[src/source/core_consts.svh]
// core constants
// widths, depths and reset values shared by the pipeline slice

`ifndef CORE_CONSTS_SVH
`define CORE_CONSTS_SVH

// data and address width
`define CORE_XLEN 32

// architectural integer registers
`define CORE_REG_COUNT 32
`define CORE_REG_INDEX_BITS 5

// fetch buffer geometry, depth is a power of two
`define CORE_FB_DEPTH 8
`define CORE_FB_PTR_BITS 3

// first fetch address after reset
`define CORE_RESET_PC 32'h0000_0000

`endif

[src/source/isa_pkg.sv]
// isa package
// RV32I major opcodes and ALU operation codes for the integer subset

`default_nettype none

package isa_pkg;

  // major opcodes handled by decode
  typedef enum logic [6:0] {
    op     = 7'b0110011,
    op_imm = 7'b0010011,
    lui    = 7'b0110111
  } opcode_t;

  // ALU operations
  typedef enum logic [3:0] {
    alu_add    = 4'd0,
    alu_sub    = 4'd1,
    alu_and    = 4'd2,
    alu_or     = 4'd3,
    alu_xor    = 4'd4,
    alu_sll    = 4'd5,
    alu_srl    = 4'd6,
    alu_sra    = 4'd7,
    alu_slt    = 4'd8,
    alu_sltu   = 4'd9,
    // lui passes the immediate through
    alu_pass_b = 4'd10
  } alu_op_t;

endpackage

`default_nettype wire

[src/source/pipe_pkg.sv]
// pipeline package
// data types carried between fetch, decode, issue and execute

`default_nettype none

`include "core_consts.svh"

package pipe_pkg;

  typedef logic [`CORE_XLEN-1:0] word_t;
  typedef logic [`CORE_REG_INDEX_BITS-1:0] reg_index_t;

  // one fetched instruction
  typedef struct packed {
    word_t pc;
    word_t inst;
  } fb_entry_t;

  // decoded micro-op
  typedef struct packed {
    word_t            pc;
    isa_pkg::alu_op_t alu_op;
    reg_index_t       rs1;
    reg_index_t       rs2;
    reg_index_t       rd;
    logic             rd_valid;
    logic             use_imm;
    word_t            imm;
  } uop_t;

endpackage

`default_nettype wire

[src/source/core_ifs.sv]
// stage interfaces
// fetch to decode, issue to execute and execute to writeback

`timescale 1ns/1ps
`default_nettype none

// fetch buffer head, decode stalls it
interface fetch_if;
  logic                valid;
  pipe_pkg::fb_entry_t entry;
  logic                stall;

  modport source (output valid, output entry, input stall);
  modport sink (input valid, input entry, output stall);
endinterface

// one-cycle issue strobe, no back-pressure
interface exec_if;
  logic                 valid;
  isa_pkg::alu_op_t     alu_op;
  pipe_pkg::word_t      operand_a;
  pipe_pkg::word_t      operand_b;
  pipe_pkg::reg_index_t rd;
  pipe_pkg::word_t      pc;

  modport source (output valid, output alu_op, output operand_a, output operand_b,
                  output rd, output pc);
  modport sink (input valid, input alu_op, input operand_a, input operand_b,
                input rd, input pc);
endinterface

// writeback strobe, also the retire trace
interface wb_if;
  logic                 valid;
  pipe_pkg::reg_index_t rd;
  pipe_pkg::word_t      data;
  pipe_pkg::word_t      pc;

  modport source (output valid, output rd, output data, output pc);
  modport sink (input valid, input rd, input data, input pc);
endinterface

`default_nettype wire

[src/source/inst_fetch.sv]
// instruction fetch
// drives the program counter to the instruction port and queues
// returned words in the fetch buffer FIFO

`timescale 1ns/1ps
`default_nettype none

`include "core_consts.svh"

module inst_fetch (
  input  logic            clock,
  input  logic            reset,
  input  pipe_pkg::word_t inst_data,
  input  logic            inst_valid,
  output pipe_pkg::word_t inst_addr,
  fetch_if.source         fetch
);

  pipe_pkg::word_t     pc;
  pipe_pkg::fb_entry_t fifo_mem [`CORE_FB_DEPTH];

  logic [`CORE_FB_PTR_BITS-1:0] wr_ptr;
  logic [`CORE_FB_PTR_BITS-1:0] rd_ptr;
  logic [`CORE_FB_PTR_BITS:0]   count;
  logic                         full;
  logic                         push;
  logic                         pop;

  assign full = (count == `CORE_FB_DEPTH);
  // a word arriving while full is dropped, pc stays and memory repeats it
  assign push = inst_valid && !full;
  assign pop  = fetch.valid && !fetch.stall;

  assign inst_addr   = pc;
  assign fetch.valid = (count != '0);
  assign fetch.entry = fifo_mem[rd_ptr];

  always_ff @(posedge clock) begin
    if (reset) begin
      pc     <= `CORE_RESET_PC;
      wr_ptr <= '0;
      rd_ptr <= '0;
      count  <= '0;
    end else begin
      if (push) begin
        pc     <= pc + 32'd4;
        wr_ptr <= wr_ptr + 1'b1;
      end
      if (pop) begin
        rd_ptr <= rd_ptr + 1'b1;
      end
      if (push && !pop) begin
        count <= count + 1'b1;
      end else if (pop && !push) begin
        count <= count - 1'b1;
      end
    end
  end

  // buffer storage
  always_ff @(posedge clock) begin
    if (push) begin
      fifo_mem[wr_ptr] <= '{pc: pc, inst: inst_data};
    end
  end

  // a push into a full buffer would overflow the count
  a_no_overflow: assert property (@(posedge clock) disable iff (reset)
    count <= `CORE_FB_DEPTH);

endmodule

`default_nettype wire

[src/source/inst_decode.sv]
// instruction decode
// decode register and RV32I decoder for the ALU subset;
// other encodings are dropped as bubbles

`timescale 1ns/1ps
`default_nettype none

module inst_decode (
  input  logic           clock,
  input  logic           reset,
  fetch_if.sink          fetch,
  input  logic           issue_stall,
  output logic           decode_valid,
  output pipe_pkg::uop_t decode_uop
);

  logic [31:0]    inst;
  logic [6:0]     opcode;
  logic [2:0]     funct3;
  logic [6:0]     funct7;
  logic           load;
  logic           dec_ok;
  pipe_pkg::uop_t dec_uop;

  assign inst   = fetch.entry.inst;
  assign opcode = inst[6:0];
  assign funct3 = inst[14:12];
  assign funct7 = inst[31:25];

  // register is free when empty or issue takes its uop
  assign load        = !decode_valid || !issue_stall;
  assign fetch.stall = !load;

  // funct3 to ALU op, alt selects sub / sra
  function automatic isa_pkg::alu_op_t alu_from_funct3(input logic [2:0] f3,
                                                       input logic alt);
    isa_pkg::alu_op_t res;
    case (f3)
      3'b000:  res = alt ? isa_pkg::alu_sub : isa_pkg::alu_add;
      3'b001:  res = isa_pkg::alu_sll;
      3'b010:  res = isa_pkg::alu_slt;
      3'b011:  res = isa_pkg::alu_sltu;
      3'b100:  res = isa_pkg::alu_xor;
      3'b101:  res = alt ? isa_pkg::alu_sra : isa_pkg::alu_srl;
      3'b110:  res = isa_pkg::alu_or;
      default: res = isa_pkg::alu_and;
    endcase
    return res;
  endfunction

  always_comb begin
    dec_uop.pc       = fetch.entry.pc;
    dec_uop.rs1      = inst[19:15];
    dec_uop.rs2      = inst[24:20];
    dec_uop.rd       = inst[11:7];
    dec_uop.rd_valid = (inst[11:7] != 5'd0);
    dec_uop.use_imm  = 1'b0;
    dec_uop.imm      = {{20{inst[31]}}, inst[31:20]};
    dec_uop.alu_op   = isa_pkg::alu_add;
    dec_ok           = 1'b0;
    case (opcode)
      isa_pkg::op: begin
        dec_ok = (funct7 == 7'b0000000) ||
                 (funct7 == 7'b0100000 && (funct3 == 3'b000 || funct3 == 3'b101));
        dec_uop.alu_op = alu_from_funct3(funct3, funct7[5]);
      end
      isa_pkg::op_imm: begin
        // rs2 points at x0 so the scoreboard never waits on it
        dec_uop.rs2     = '0;
        dec_uop.use_imm = 1'b1;
        if (funct3 == 3'b001) begin
          dec_ok = (funct7 == 7'b0000000);
        end else if (funct3 == 3'b101) begin
          dec_ok = (funct7 == 7'b0000000) || (funct7 == 7'b0100000);
        end else begin
          dec_ok = 1'b1;
        end
        dec_uop.alu_op = alu_from_funct3(funct3, funct3 == 3'b101 && funct7[5]);
      end
      isa_pkg::lui: begin
        dec_uop.rs1     = '0;
        dec_uop.rs2     = '0;
        dec_uop.use_imm = 1'b1;
        dec_uop.imm     = {inst[31:12], 12'b0};
        dec_uop.alu_op  = isa_pkg::alu_pass_b;
        dec_ok          = 1'b1;
      end
      default: dec_ok = 1'b0;
    endcase
  end

  always_ff @(posedge clock) begin
    if (reset) begin
      decode_valid <= 1'b0;
    end else if (load) begin
      // unsupported words are consumed and leave a bubble
      decode_valid <= fetch.valid && dec_ok;
    end
  end

  always_ff @(posedge clock) begin
    if (load) begin
      decode_uop <= dec_uop;
    end
  end

endmodule

`default_nettype wire

[src/source/issue_stage.sv]
// issue stage
// scoreboard and integer register file; issues the decoded uop in
// order once its sources and destination are free

`timescale 1ns/1ps
`default_nettype none

`include "core_consts.svh"

module issue_stage (
  input  logic           clock,
  input  logic           reset,
  input  logic           decode_valid,
  input  pipe_pkg::uop_t decode_uop,
  output logic           issue_stall,
  exec_if.source         exec,
  wb_if.sink             wb
);

  logic [`CORE_REG_COUNT-1:0] busy;
  pipe_pkg::word_t            rf [`CORE_REG_COUNT];

  logic            rs1_free;
  logic            rs2_free;
  logic            rd_free;
  logic            issue;
  pipe_pkg::word_t rs1_data;
  pipe_pkg::word_t rs2_data;

  // no bypass, a register under writeback is still busy this cycle
  assign rs1_free = !busy[decode_uop.rs1];
  assign rs2_free = !busy[decode_uop.rs2];
  // wait out an older write to the same rd
  assign rd_free  = !decode_uop.rd_valid || !busy[decode_uop.rd];

  assign issue       = decode_valid && rs1_free && rs2_free && rd_free;
  assign issue_stall = decode_valid && !(rs1_free && rs2_free && rd_free);

  assign rs1_data = rf[decode_uop.rs1];
  assign rs2_data = rf[decode_uop.rs2];

  // scoreboard and register file
  always_ff @(posedge clock) begin
    if (reset) begin
      busy <= '0;
      for (int i = 0; i < `CORE_REG_COUNT; i++) begin
        rf[i] <= '0;
      end
    end else begin
      if (wb.valid) begin
        busy[wb.rd] <= 1'b0;
        rf[wb.rd]   <= wb.data;
      end
      // x0 is never marked, decode clears rd_valid for it
      if (issue && decode_uop.rd_valid) begin
        busy[decode_uop.rd] <= 1'b1;
      end
    end
  end

  // writes to x0 have no effect and are not sent down the pipe
  always_ff @(posedge clock) begin
    if (reset) begin
      exec.valid <= 1'b0;
    end else begin
      exec.valid <= issue && decode_uop.rd_valid;
    end
  end

  always_ff @(posedge clock) begin
    if (issue) begin
      exec.alu_op    <= decode_uop.alu_op;
      exec.operand_a <= rs1_data;
      exec.operand_b <= decode_uop.use_imm ? decode_uop.imm : rs2_data;
      exec.rd        <= decode_uop.rd;
      exec.pc        <= decode_uop.pc;
    end
  end

  a_wb_clears_busy: assert property (@(posedge clock) disable iff (reset)
    wb.valid |-> busy[wb.rd]);

  // two ops in flight never share a destination
  a_no_double_busy: assert property (@(posedge clock) disable iff (reset)
    (exec.valid && wb.valid) |-> (exec.rd != wb.rd));

endmodule

`default_nettype wire

[src/source/alu_pipe.sv]
// ALU pipe
// single-cycle integer ALU, result registered onto writeback

`timescale 1ns/1ps
`default_nettype none

module alu_pipe (
  input  logic clock,
  input  logic reset,
  exec_if.sink exec,
  wb_if.source wb
);

  pipe_pkg::word_t result;
  logic [4:0]      shamt;

  assign shamt = exec.operand_b[4:0];

  always_comb begin
    result = '0;
    case (exec.alu_op)
      isa_pkg::alu_add:    result = exec.operand_a + exec.operand_b;
      isa_pkg::alu_sub:    result = exec.operand_a - exec.operand_b;
      isa_pkg::alu_and:    result = exec.operand_a & exec.operand_b;
      isa_pkg::alu_or:     result = exec.operand_a | exec.operand_b;
      isa_pkg::alu_xor:    result = exec.operand_a ^ exec.operand_b;
      isa_pkg::alu_sll:    result = exec.operand_a << shamt;
      isa_pkg::alu_srl:    result = exec.operand_a >> shamt;
      isa_pkg::alu_sra:    result = $signed(exec.operand_a) >>> shamt;
      isa_pkg::alu_slt:    result[0] = $signed(exec.operand_a) < $signed(exec.operand_b);
      isa_pkg::alu_sltu:   result[0] = exec.operand_a < exec.operand_b;
      isa_pkg::alu_pass_b: result = exec.operand_b;
      default:             result = '0;
    endcase
  end

  always_ff @(posedge clock) begin
    if (reset) begin
      wb.valid <= 1'b0;
    end else begin
      wb.valid <= exec.valid;
    end
  end

  always_ff @(posedge clock) begin
    if (exec.valid) begin
      wb.rd   <= exec.rd;
      wb.data <= result;
      wb.pc   <= exec.pc;
    end
  end

  // x0 writes are filtered at issue
  a_no_x0_wb: assert property (@(posedge clock) disable iff (reset)
    wb.valid |-> (wb.rd != '0));

endmodule

`default_nettype wire

[src/source/core.sv]
// core top level
// fetch, decode, issue and ALU stages in order, writeback out as retire trace

`timescale 1ns/1ps
`default_nettype none

`include "core_consts.svh"

module core (
  input  logic                            clock,
  input  logic                            reset,

  // instruction port
  input  logic [`CORE_XLEN-1:0]           inst_data,
  input  logic                            inst_valid,
  output logic [`CORE_XLEN-1:0]           inst_addr,

  // retire trace
  output logic                            retire_valid,
  output logic [`CORE_XLEN-1:0]           retire_pc,
  output logic [`CORE_REG_INDEX_BITS-1:0] retire_rd,
  output logic [`CORE_XLEN-1:0]           retire_data
);

  fetch_if fetch_bus ();
  exec_if  exec_bus ();
  wb_if    wb_bus ();

  logic           decode_valid;
  pipe_pkg::uop_t decode_uop;
  logic           issue_stall;

  inst_fetch fetch_stage (
    .clock      (clock),
    .reset      (reset),
    .inst_data  (inst_data),
    .inst_valid (inst_valid),
    .inst_addr  (inst_addr),
    .fetch      (fetch_bus.source)
  );

  inst_decode decode_stage (
    .clock        (clock),
    .reset        (reset),
    .fetch        (fetch_bus.sink),
    .issue_stall  (issue_stall),
    .decode_valid (decode_valid),
    .decode_uop   (decode_uop)
  );

  issue_stage issue (
    .clock        (clock),
    .reset        (reset),
    .decode_valid (decode_valid),
    .decode_uop   (decode_uop),
    .issue_stall  (issue_stall),
    .exec         (exec_bus.source),
    .wb           (wb_bus.sink)
  );

  alu_pipe alu (
    .clock (clock),
    .reset (reset),
    .exec  (exec_bus.sink),
    .wb    (wb_bus.source)
  );

  // writeback doubles as retire, order is program order
  assign retire_valid = wb_bus.valid;
  assign retire_pc    = wb_bus.pc;
  assign retire_rd    = wb_bus.rd;
  assign retire_data  = wb_bus.data;

endmodule

`default_nettype wire

[config.mk]
export PLATFORM = sky130hd
export DESIGN_NAME = core
export DESIGN_NICKNAME = d
export VERILOG_FILES = /design/src/source/isa_pkg.sv /design/src/source/pipe_pkg.sv /design/src/source/core_ifs.sv /design/src/source/inst_fetch.sv /design/src/source/inst_decode.sv /design/src/source/issue_stage.sv /design/src/source/alu_pipe.sv /design/src/source/core.sv
export VERILOG_INCLUDE_DIRS = /design/src /design/src/source
export SDC_FILE = /design/constraint.sdc
export NUM_CORES = 2
export LEC_CHECK = 0
export BUFFER_PORTS_ARGS = -buffer_cell sky130_fd_sc_hd__buf_2
export CORE_MARGIN = 4
export CORE_UTILIZATION = 40
export CTS_BUF_LIST = sky130_fd_sc_hd__clkbuf_8 sky130_fd_sc_hd__clkbuf_16
export DETAILED_ROUTE_END_ITERATION = 10
export SKIP_CTS_REPAIR_TIMING = 1
export SLEW_MARGIN = 10
export SYNTH_ARGS = -nofsm -noshare
export SYNTH_HDL_FRONTEND = slang
export SYNTH_SLANG_ARGS = --single-unit
[constraint.sdc]
create_clock -name clock -period 9.6 [get_ports clock]
set_input_delay 0.48 -clock clock [delete_from_list [all_inputs] [get_ports clock]]
set_output_delay 0.48 -clock clock [all_outputs]
set_load 0.05 [all_outputs]
# After elaboration in Yosys (flattened, before gate mapping)

Memory sizes are Yosys's and may differ from the RTL's. A register that Yosys moved wholly into a read port is not among the register bits.
Index checks and enable logic that the tools add are counted.

Muxes and demuxes: 44
Shift operators: 3
Bitwise operators: 6
Magnitude comparators: 8
Reduce and logical (&&, ||, !) cells: 39
Add/sub/neg operators: 7
Equal/unequal tests: 21

Operators by type and width:

| cell                                                        | count |
|---|---|
| case mux 31 bit (9 select lines)                            | 1 |
| two-way mux 32 bit                                          | 5 |
| AND 32 bit                                                  | 2 |
| less-than comparator 32 bit                                 | 2 |
| bitwise OR 32 bit                                           | 2 |
| case mux 4 bit (7 select lines)                             | 2 |
| adder 32 x 3 -> 32 bit (second input constant)              | 1 |
| adder 32 bit                                                | 1 |
| inverter 32 bit                                             | 1 |
| OR reduction 32 bit                                         | 1 |
| << shifter 32 x 5 -> 32 bit                                 | 1 |
| >> shifter 32 x 5 -> 32 bit                                 | 1 |
| >>> shifter 32 x 5 -> 32 bit                                | 1 |
| subtractor 32 bit                                           | 1 |
| XOR 32 bit                                                  | 1 |
| two-way mux 31 bit                                          | 1 |
| less-than comparator 5 x 6 -> 1 bit (second input constant) | 4 |
| == test 7 x 6 -> 1 bit (second input constant)              | 3 |
| two-way mux 1 bit                                           | 20 |
| == test 4 x 3 -> 1 bit (second input constant)              | 4 |
| == test 4 bit (second input constant)                       | 4 |
| logical AND 1 bit                                           | 16 |
| binary-select mux 1 bit (select 5 bit)                      | 3 |
| two-way mux 5 bit                                           | 3 |
| 25 further kinds                                            | 47 |

Memories: 2
Input port bits: 35
Register bits: 304
RAM bits: 1536

Memory list:

| memory               | depth | bits a word | read ports | clocked after Yosys merged registers in | wr ports | RTL line          | RTL |
|---|---|---|---|---|---|---|---|
| issue.rf             | 32    | 32          | 2          | 2                                       | 32       | issue_stage.sv:21 | `` pipe_pkg::word_t rf [`CORE_REG_COUNT]; `` |
| fetch_stage.fifo_mem | 8     | 64          | 1          | 1                                       | 1        | inst_fetch.sv:20  | `` pipe_pkg::fb_entry_t fifo_mem [`CORE_FB_DEPTH]; `` |

# Logic depth before layout (Yosys ltp)

Depth in word-level cells: 13
Mapped depth: 16
Depth with buffers taken out: 15

# By module

Synthesis repeated with hierarchy kept, for this count alone.

Cell total of the unflattened synthesis: 6185
Area, all modules: 94687.1 um2

By module, submodules not included:

| module      | times used | cells each | seq. area each (um2) | area an instance (um2) |
|---|---|---|---|---|
| issue_stage | 1          | 3642       | 34563.1              | 60022.6 |
| inst_fetch  | 1          | 970        | 15755.1              | 20787.4 |
| alu_pipe    | 1          | 1400       | 2092.0               | 10736.5 |
| inst_decode | 1          | 173        | 2572.5               | 3140.5 |

# Worst setup path before layout

No wires, ideal clock.

Path kind: flip-flop to flip-flop
From: reg, netlist name decode_stage.decode_uop[34]
To: reg issue.busy[16]
Buffers on the path: 3
Arrival time: 7.448 ns
Period minus slack after synthesis: 7.532 ns
Cell stages (with the launch flop): 13
Setup slack: 2.068 ns
Library setup time: 0.084 ns
Path through: edfxtp_1 -> buf_6 -> mux4_2 -> nor2b_1 -> a31o_1 -> o41ai_1 -> nand3_1 -> nor2_1 -> and3b_1 -> buf_4 -> or3b_1 -> buf_4 -> o22ai_2

Word-level cells in the longest chain between the ends: 7
Elaborated cells between the ends (all ways): 13

Ends and longest elaborated chain:

| element                                 | RTL line          | RTL |
|---|---|---|
| binary-select mux 1 bit (select 5 bit)  | issue_stage.sv:34 | `assign rd_free = !decode_uop.rd_valid \|\| !busy[decode_uop.rd];` |
| two-way mux 1 bit (implied by the code) | issue_stage.sv:34 |  |
| zero test 1 bit                         | issue_stage.sv:34 |  |
| logical OR 1 bit                        | issue_stage.sv:34 |  |
| logical AND 1 bit                       | issue_stage.sv:36 | `assign issue = decode_valid && rs1_free && rs2_free && rd_free;` |
| net issue.issue                         | issue_stage.sv:26 | `logic issue;` |
| logical AND 1 bit                       | issue_stage.sv:55 | `if (issue && decode_uop.rd_valid) begin` |
| two-way mux 32 bit                      | issue_stage.sv:55 |  |
| to (signal assigned)                    | issue_stage.sv:45 | `busy <= '0;` |
| to (signal, indexed assignment)         | issue_stage.sv:51 | `busy[wb.rd] <= 1'b0;` |
| to (signal, indexed assignment)         | issue_stage.sv:56 | `busy[decode_uop.rd] <= 1'b1;` |
| to (decl)                               | issue_stage.sv:20 | `` logic [`CORE_REG_COUNT-1:0] busy; `` |

The timed path passes the listed nets, and every way through them passes these cells. The select of a mux whose other input is x is not followed.
A chain may end at the register's enable or synchronous reset.

# Worst setup path in the final report

From: reg, netlist name decode_stage.decode_uop[44]
To: reg fetch_stage.count[3]

Word-level cells in the longest chain between the ends: 13
Elaborated cells between the ends (all ways): 15

Ends and longest elaborated chain:

| element                                                 | RTL line          | RTL |
|---|---|---|
| binary-select mux 1 bit (select 5 bit) (*)              | issue_stage.sv:31 | `assign rs1_free = !busy[decode_uop.rs1];` |
| two-way mux 1 bit (implied by the code) (*)             | issue_stage.sv:31 |  |
| zero test 1 bit (*)                                     | issue_stage.sv:31 |  |
| logical AND 1 bit (*) (2 in series)                     | issue_stage.sv:37 | `assign issue_stall = decode_valid && !(rs1_free && rs2_free && rd_free);` |
| zero test 1 bit (*)                                     | issue_stage.sv:37 |  |
| logical AND 1 bit (*)                                   | issue_stage.sv:37 |  |
| zero test 1 bit (*)                                     | inst_decode.sv:31 | `assign load = !decode_valid \|\| !issue_stall;` |
| logical OR 1 bit (*)                                    | inst_decode.sv:31 |  |
| logical AND 1 bit (*)                                   | inst_fetch.sv:32  | `assign pop = fetch.valid && !fetch.stall;` |
| zero test 1 bit                                         | inst_fetch.sv:52  | `if (push && !pop) begin` |
| logical AND 1 bit                                       | inst_fetch.sv:52  |  |
| two-way mux 4 bit or nonzero test 2 bit (tied branches) | --                |  |
| to (signal assigned)                                    | inst_fetch.sv:53  | `count <= count + 1'b1;` |
| to (signal assigned)                                    | inst_fetch.sv:55  | `count <= count - 1'b1;` |
| to (decl)                                               | inst_fetch.sv:24  | `` logic [`CORE_FB_PTR_BITS:0] count; `` |

Every way passes the cells marked *; elsewhere a longest branch is shown, timed or not. The select of a mux whose other input is x is not followed.

==> impl_metrics.py <==
metrics = {
    "drt": {
        "drt-pass1-iter-count": 6,
        "wl_per_cell_um": 33.1,
        "first_iter_violations": 8937,
        "viasPerCell": 6.23,
        "ant_nets": 0,
        "wl_um": 305000,
        "num_vias": 57337,
        "drcViolationCount": 0,
    },
    "sta": {
        "worst_pin_slew_ns": 1.24,
        "slew_headroom_pct": 17.0,
        "finalCriticalPeriod_ns": 4.74,
        "finalCritPeriodShare_pct": 49.3,
        "setup-violations-final": 0,
        "fin_skew_ns": 0.0741,
        "grt_setup_unrepaired": "no",
        "setup_tns_ns": 0,
        "drv_slew": 0,
        "timing.final.hold_violations": 0,
        "fmax_mhz": 211,
    },
    "placement": {
        "place_area_um2": 97400,
        "dp_hpwl_um": 172000,
        "io_buffers": 132,
        "place.gp.congestion": 0.924,
    },
    "final_layout": {
        "design_area_um2": 104000,
        "syn_to_final_growth_pct": 11.9,
        "final_util_pct": 45.1,
        "seqCellArea_um2": 54900,
        "drive_above_1_share_pct": 26.1,
        "multi_input_area_um2": 36200,
        "fill_cells": 19853,
        "final_nets": 6137,
    },
    "power_and_ir_drop": {
        "leakage_nw": 36.4,
        "vdd_ir_drop_max_v": 0.000313,
        "p_total_mw": 26.1,
        "power_frac_comb_pct": 31.5,
        "clkPwrFrac_pct": 29.5,
        "intPower_mw": 17.8,
        "power_switching_mw": 8.30,
        "swShare_pct": 31.8,
        "seqPwrFrac_pct": 39.0,
        "powerDensity_nw_per_um2": 250,
    },
    "yosys": {
        "synth-edff-count": 1773,
        "ys_seq_elements": 1856,
        "yosysMostFrequentCell": "edfxtp_1",
        "synth.largest_area_cell": "edfxtp_1",
        "synth_top_cells_by_count": "edfxtp_1, and2_1, mux4_2, clkbuf_1, nor2_1",
        "yosys_warnings": 0,
        "synth_top_area_share_pct": 57.1,
        "synthArstFlopShare_pct": 0,
        "syn-instance-count": 5988,
        "synth_area_leaders": "edfxtp_1, mux4_2, and2_1, dfxtp_1, clkbuf_1",
        "postSynthAreaPerCell_um2": 15.6,
        "ys_types": 77,
        "synth_area_um2": 93200,
        "synth-seq-area-share_pct": 58.9,
        "yosys_most_used_dff": "edfxtp_1",
    },
    "critical_path": {
        "max_stage_delay_ns": 0.68,
        "r2r_cells": 15,
        "regToRegStartpoint": "decode_stage.decode_uop[44]",
        "cp.required_ns": 10.37,
        "cp.depth": 15,
        "worstPathArrival_ns": 5.51,
        "crit_chain": "buf_12 > mux4_2 > mux4_2 > mux2i_1 > nand3_1 > a22oi_1 > inv_1 > ha_1 > inv_1 > ha_1 > a21o_1 > a21oi_1 > xnor2_1 > or3_1 > a21oi_1",
        "cp-startpoint": "decode_stage.decode_uop[44]",
        "rrSetupSlack_ns": 4.86,
        "critPathBufInv": 3,
        "crit_end": "fetch_stage.count[3]",
        "endpoint_kind": "register",
        "rr_endpoint": "fetch_stage.count[3]",
        "worst-path-max-fanout": 100,
        "setup.worst_path.start_class": "register",
        "crit_slowest_cell": "buf_12",
        "crit_type": "register to register",
        "path_delay_family": "multiplexers",
    },
    "floorplan": {
        "initial_core_util_pct": 40.3,
        "design.die.area_um2": 241000,
        "die_h_um": 491,
        "die_w_um": 491,
        "core-area_um2": 231000,
        "io_pins": 137,
        "fp-row-count": 176,
    },
    "clock_tree": {
        "path_clk_slew_ns": 0.06,
        "htree_num_levels": 4,
        "cts_buffers": 196,
        "clkLatencyLatePin_ns": 0.88,
        "cts_tree": "done",
        "clock_path_buffers": 3,
        "clock_sinks": 1856,
        "cts-root-buf": "clkbuf_16",
    },
    "worst_hold_path": {
        "hold_class": "input pin to register",
    },
    "global_route": {
        "grt_pass1_vias": 56938,
        "grtUsageTotal_pct": 25.0,
        "grt.overflow.total": 0,
        "antenna_found_initial": 45,
        "grt_start_max_net_pins": 107,
        "grt_pass1_wl_um": 430000,
    },
    "outcome": {
        "status": "complete, no violations",
    },
    "flow_run": {
        "cap_violations": 0,
    },
}
## how the worst min path moves through the flow
stage	start	endpoint	slack, ns	cells after the start
6_report	inst_valid	fetch_stage.inst_addr[3]	0.21	4
5_1_grt	inst_valid	fetch_stage.inst_addr[3]	0.25	4
4_1_cts	inst_data[19]	fetch_stage.fifo_mem[6][19]	-0.19	1
3_5_place_dp	issue.exec.pc[31]	alu.wb.pc[31]	0.40	0
3_3_place_gp	decode_stage.decode_uop[83]	issue.exec.pc[30]	0.40	0
2_1_floorplan	issue.exec.pc[10]	alu.wb.pc[10]	0.40	0
## cell usage in the layout (no fill, tap or decap), drive strengths merged, types with 9 or more instances in the layout
cell type and n:
nand4 9, and2 1031, nand3 41, a31oi 22, buf 294, o21bai 14, xor2 27, a21oi 139
nor3 43, nand2 154, a21o 49, o22ai 40, clkinv 76, or2 14, clkinvlp 9, edfxtp 1773
nor2b 15, and3 12, bufinv 20, o211ai 27, mux2 81, o21ai 162, mux2i 104, nand2b 20
ha 103, dlygate4sd3 32, or3 25, diode 19, nor2 284, a211oi 27, o31ai 11, mux4 826
xnor2 27, inv 191, clkbuf 207, dfxtp 83, a221oi 31, a22oi 13
## per-stage QoR
stage / worst slack (ns) / hold slack [ns] / std cells
finish: 4.86 / 0.210 / 9204
global route: 4.51 / 0.246 / 9188
CTS: 4.79 / -0.186 / 9152
detailed placement: 4.80 / 0.405 / 8791
global placement: 4.67 / 0.400 / 8791
floorplan: 2.07 / 0.400 / 5991
## state kept, by name (all words and copies together) (netlist names), 4 cells and up, named ones only
name	flops
alu.wb.data	32
alu.wb.pc	30
alu.wb.rd	5
decode_stage.decode_uop	83
fetch_stage.count	4
fetch_stage.fifo_mem	496
fetch_stage.inst_addr	30
issue.busy	32
issue.exec.alu_op	4
issue.exec.operand_a	32
issue.exec.operand_b	32
issue.exec.pc	30
issue.exec.rd	5
issue.rf	1024
## power by group through the flow
stage | registers [mW] | clock network, mW | logic (mW)
detailed placement | 10.3 | 0 | 8.21
global route | 10.2 | 8.13 | 8.60
finish | 10.2 | 7.70 | 8.23
floorplan | 9.94 | 0 | 5.92
CTS | 10.2 | 7.80 | 8.23
global placement | 10.3 | 0 | 8.18
## layer usage
metal  track usage [%]  part of all wire [%]
met1              34.2                    38
met3              6.06                    11
met2              38.0                    46
met4              10.8                   4.7
met5                 0                 0.022
## tightest hold or removal path, cell delays in order
cell     delay (ns)
buf_2          0.13
nand2_1        0.22
nand2_1        0.13
a21oi_1        0.06
## cells by family (layout without fill, tap and decap cells)
group / count (synthesis) / count (layout) / synth area share [%]
DFF: 1856 / 1856 / 58.9
other: 1 / 23 / 0.00402
and+or+nand+nor: 1688 / 1688 / 10.1
AOI/OAI and AO/OA: 611 / 611 / 4.23
xor gates and xnor gates: 54 / 54 / 0.508
buffers and inverters: 661 / 829 / 2.71
muxes: 1011 / 1011 / 22.1
adders and majority gates: 106 / 106 / 1.45
## area by class of cell
cell class                 count  area share [%]
antenna                       19          0.0456
multi-input combinational   3474            34.7
inverter                     142           0.511
clock inverter               154            1.37
clock buffer                 207            4.85
sequential                  1856            52.7
tap                         3026            3.63
timing repair buffer         326            2.19
Note: power is estimated with default switching activity, not from simulation.
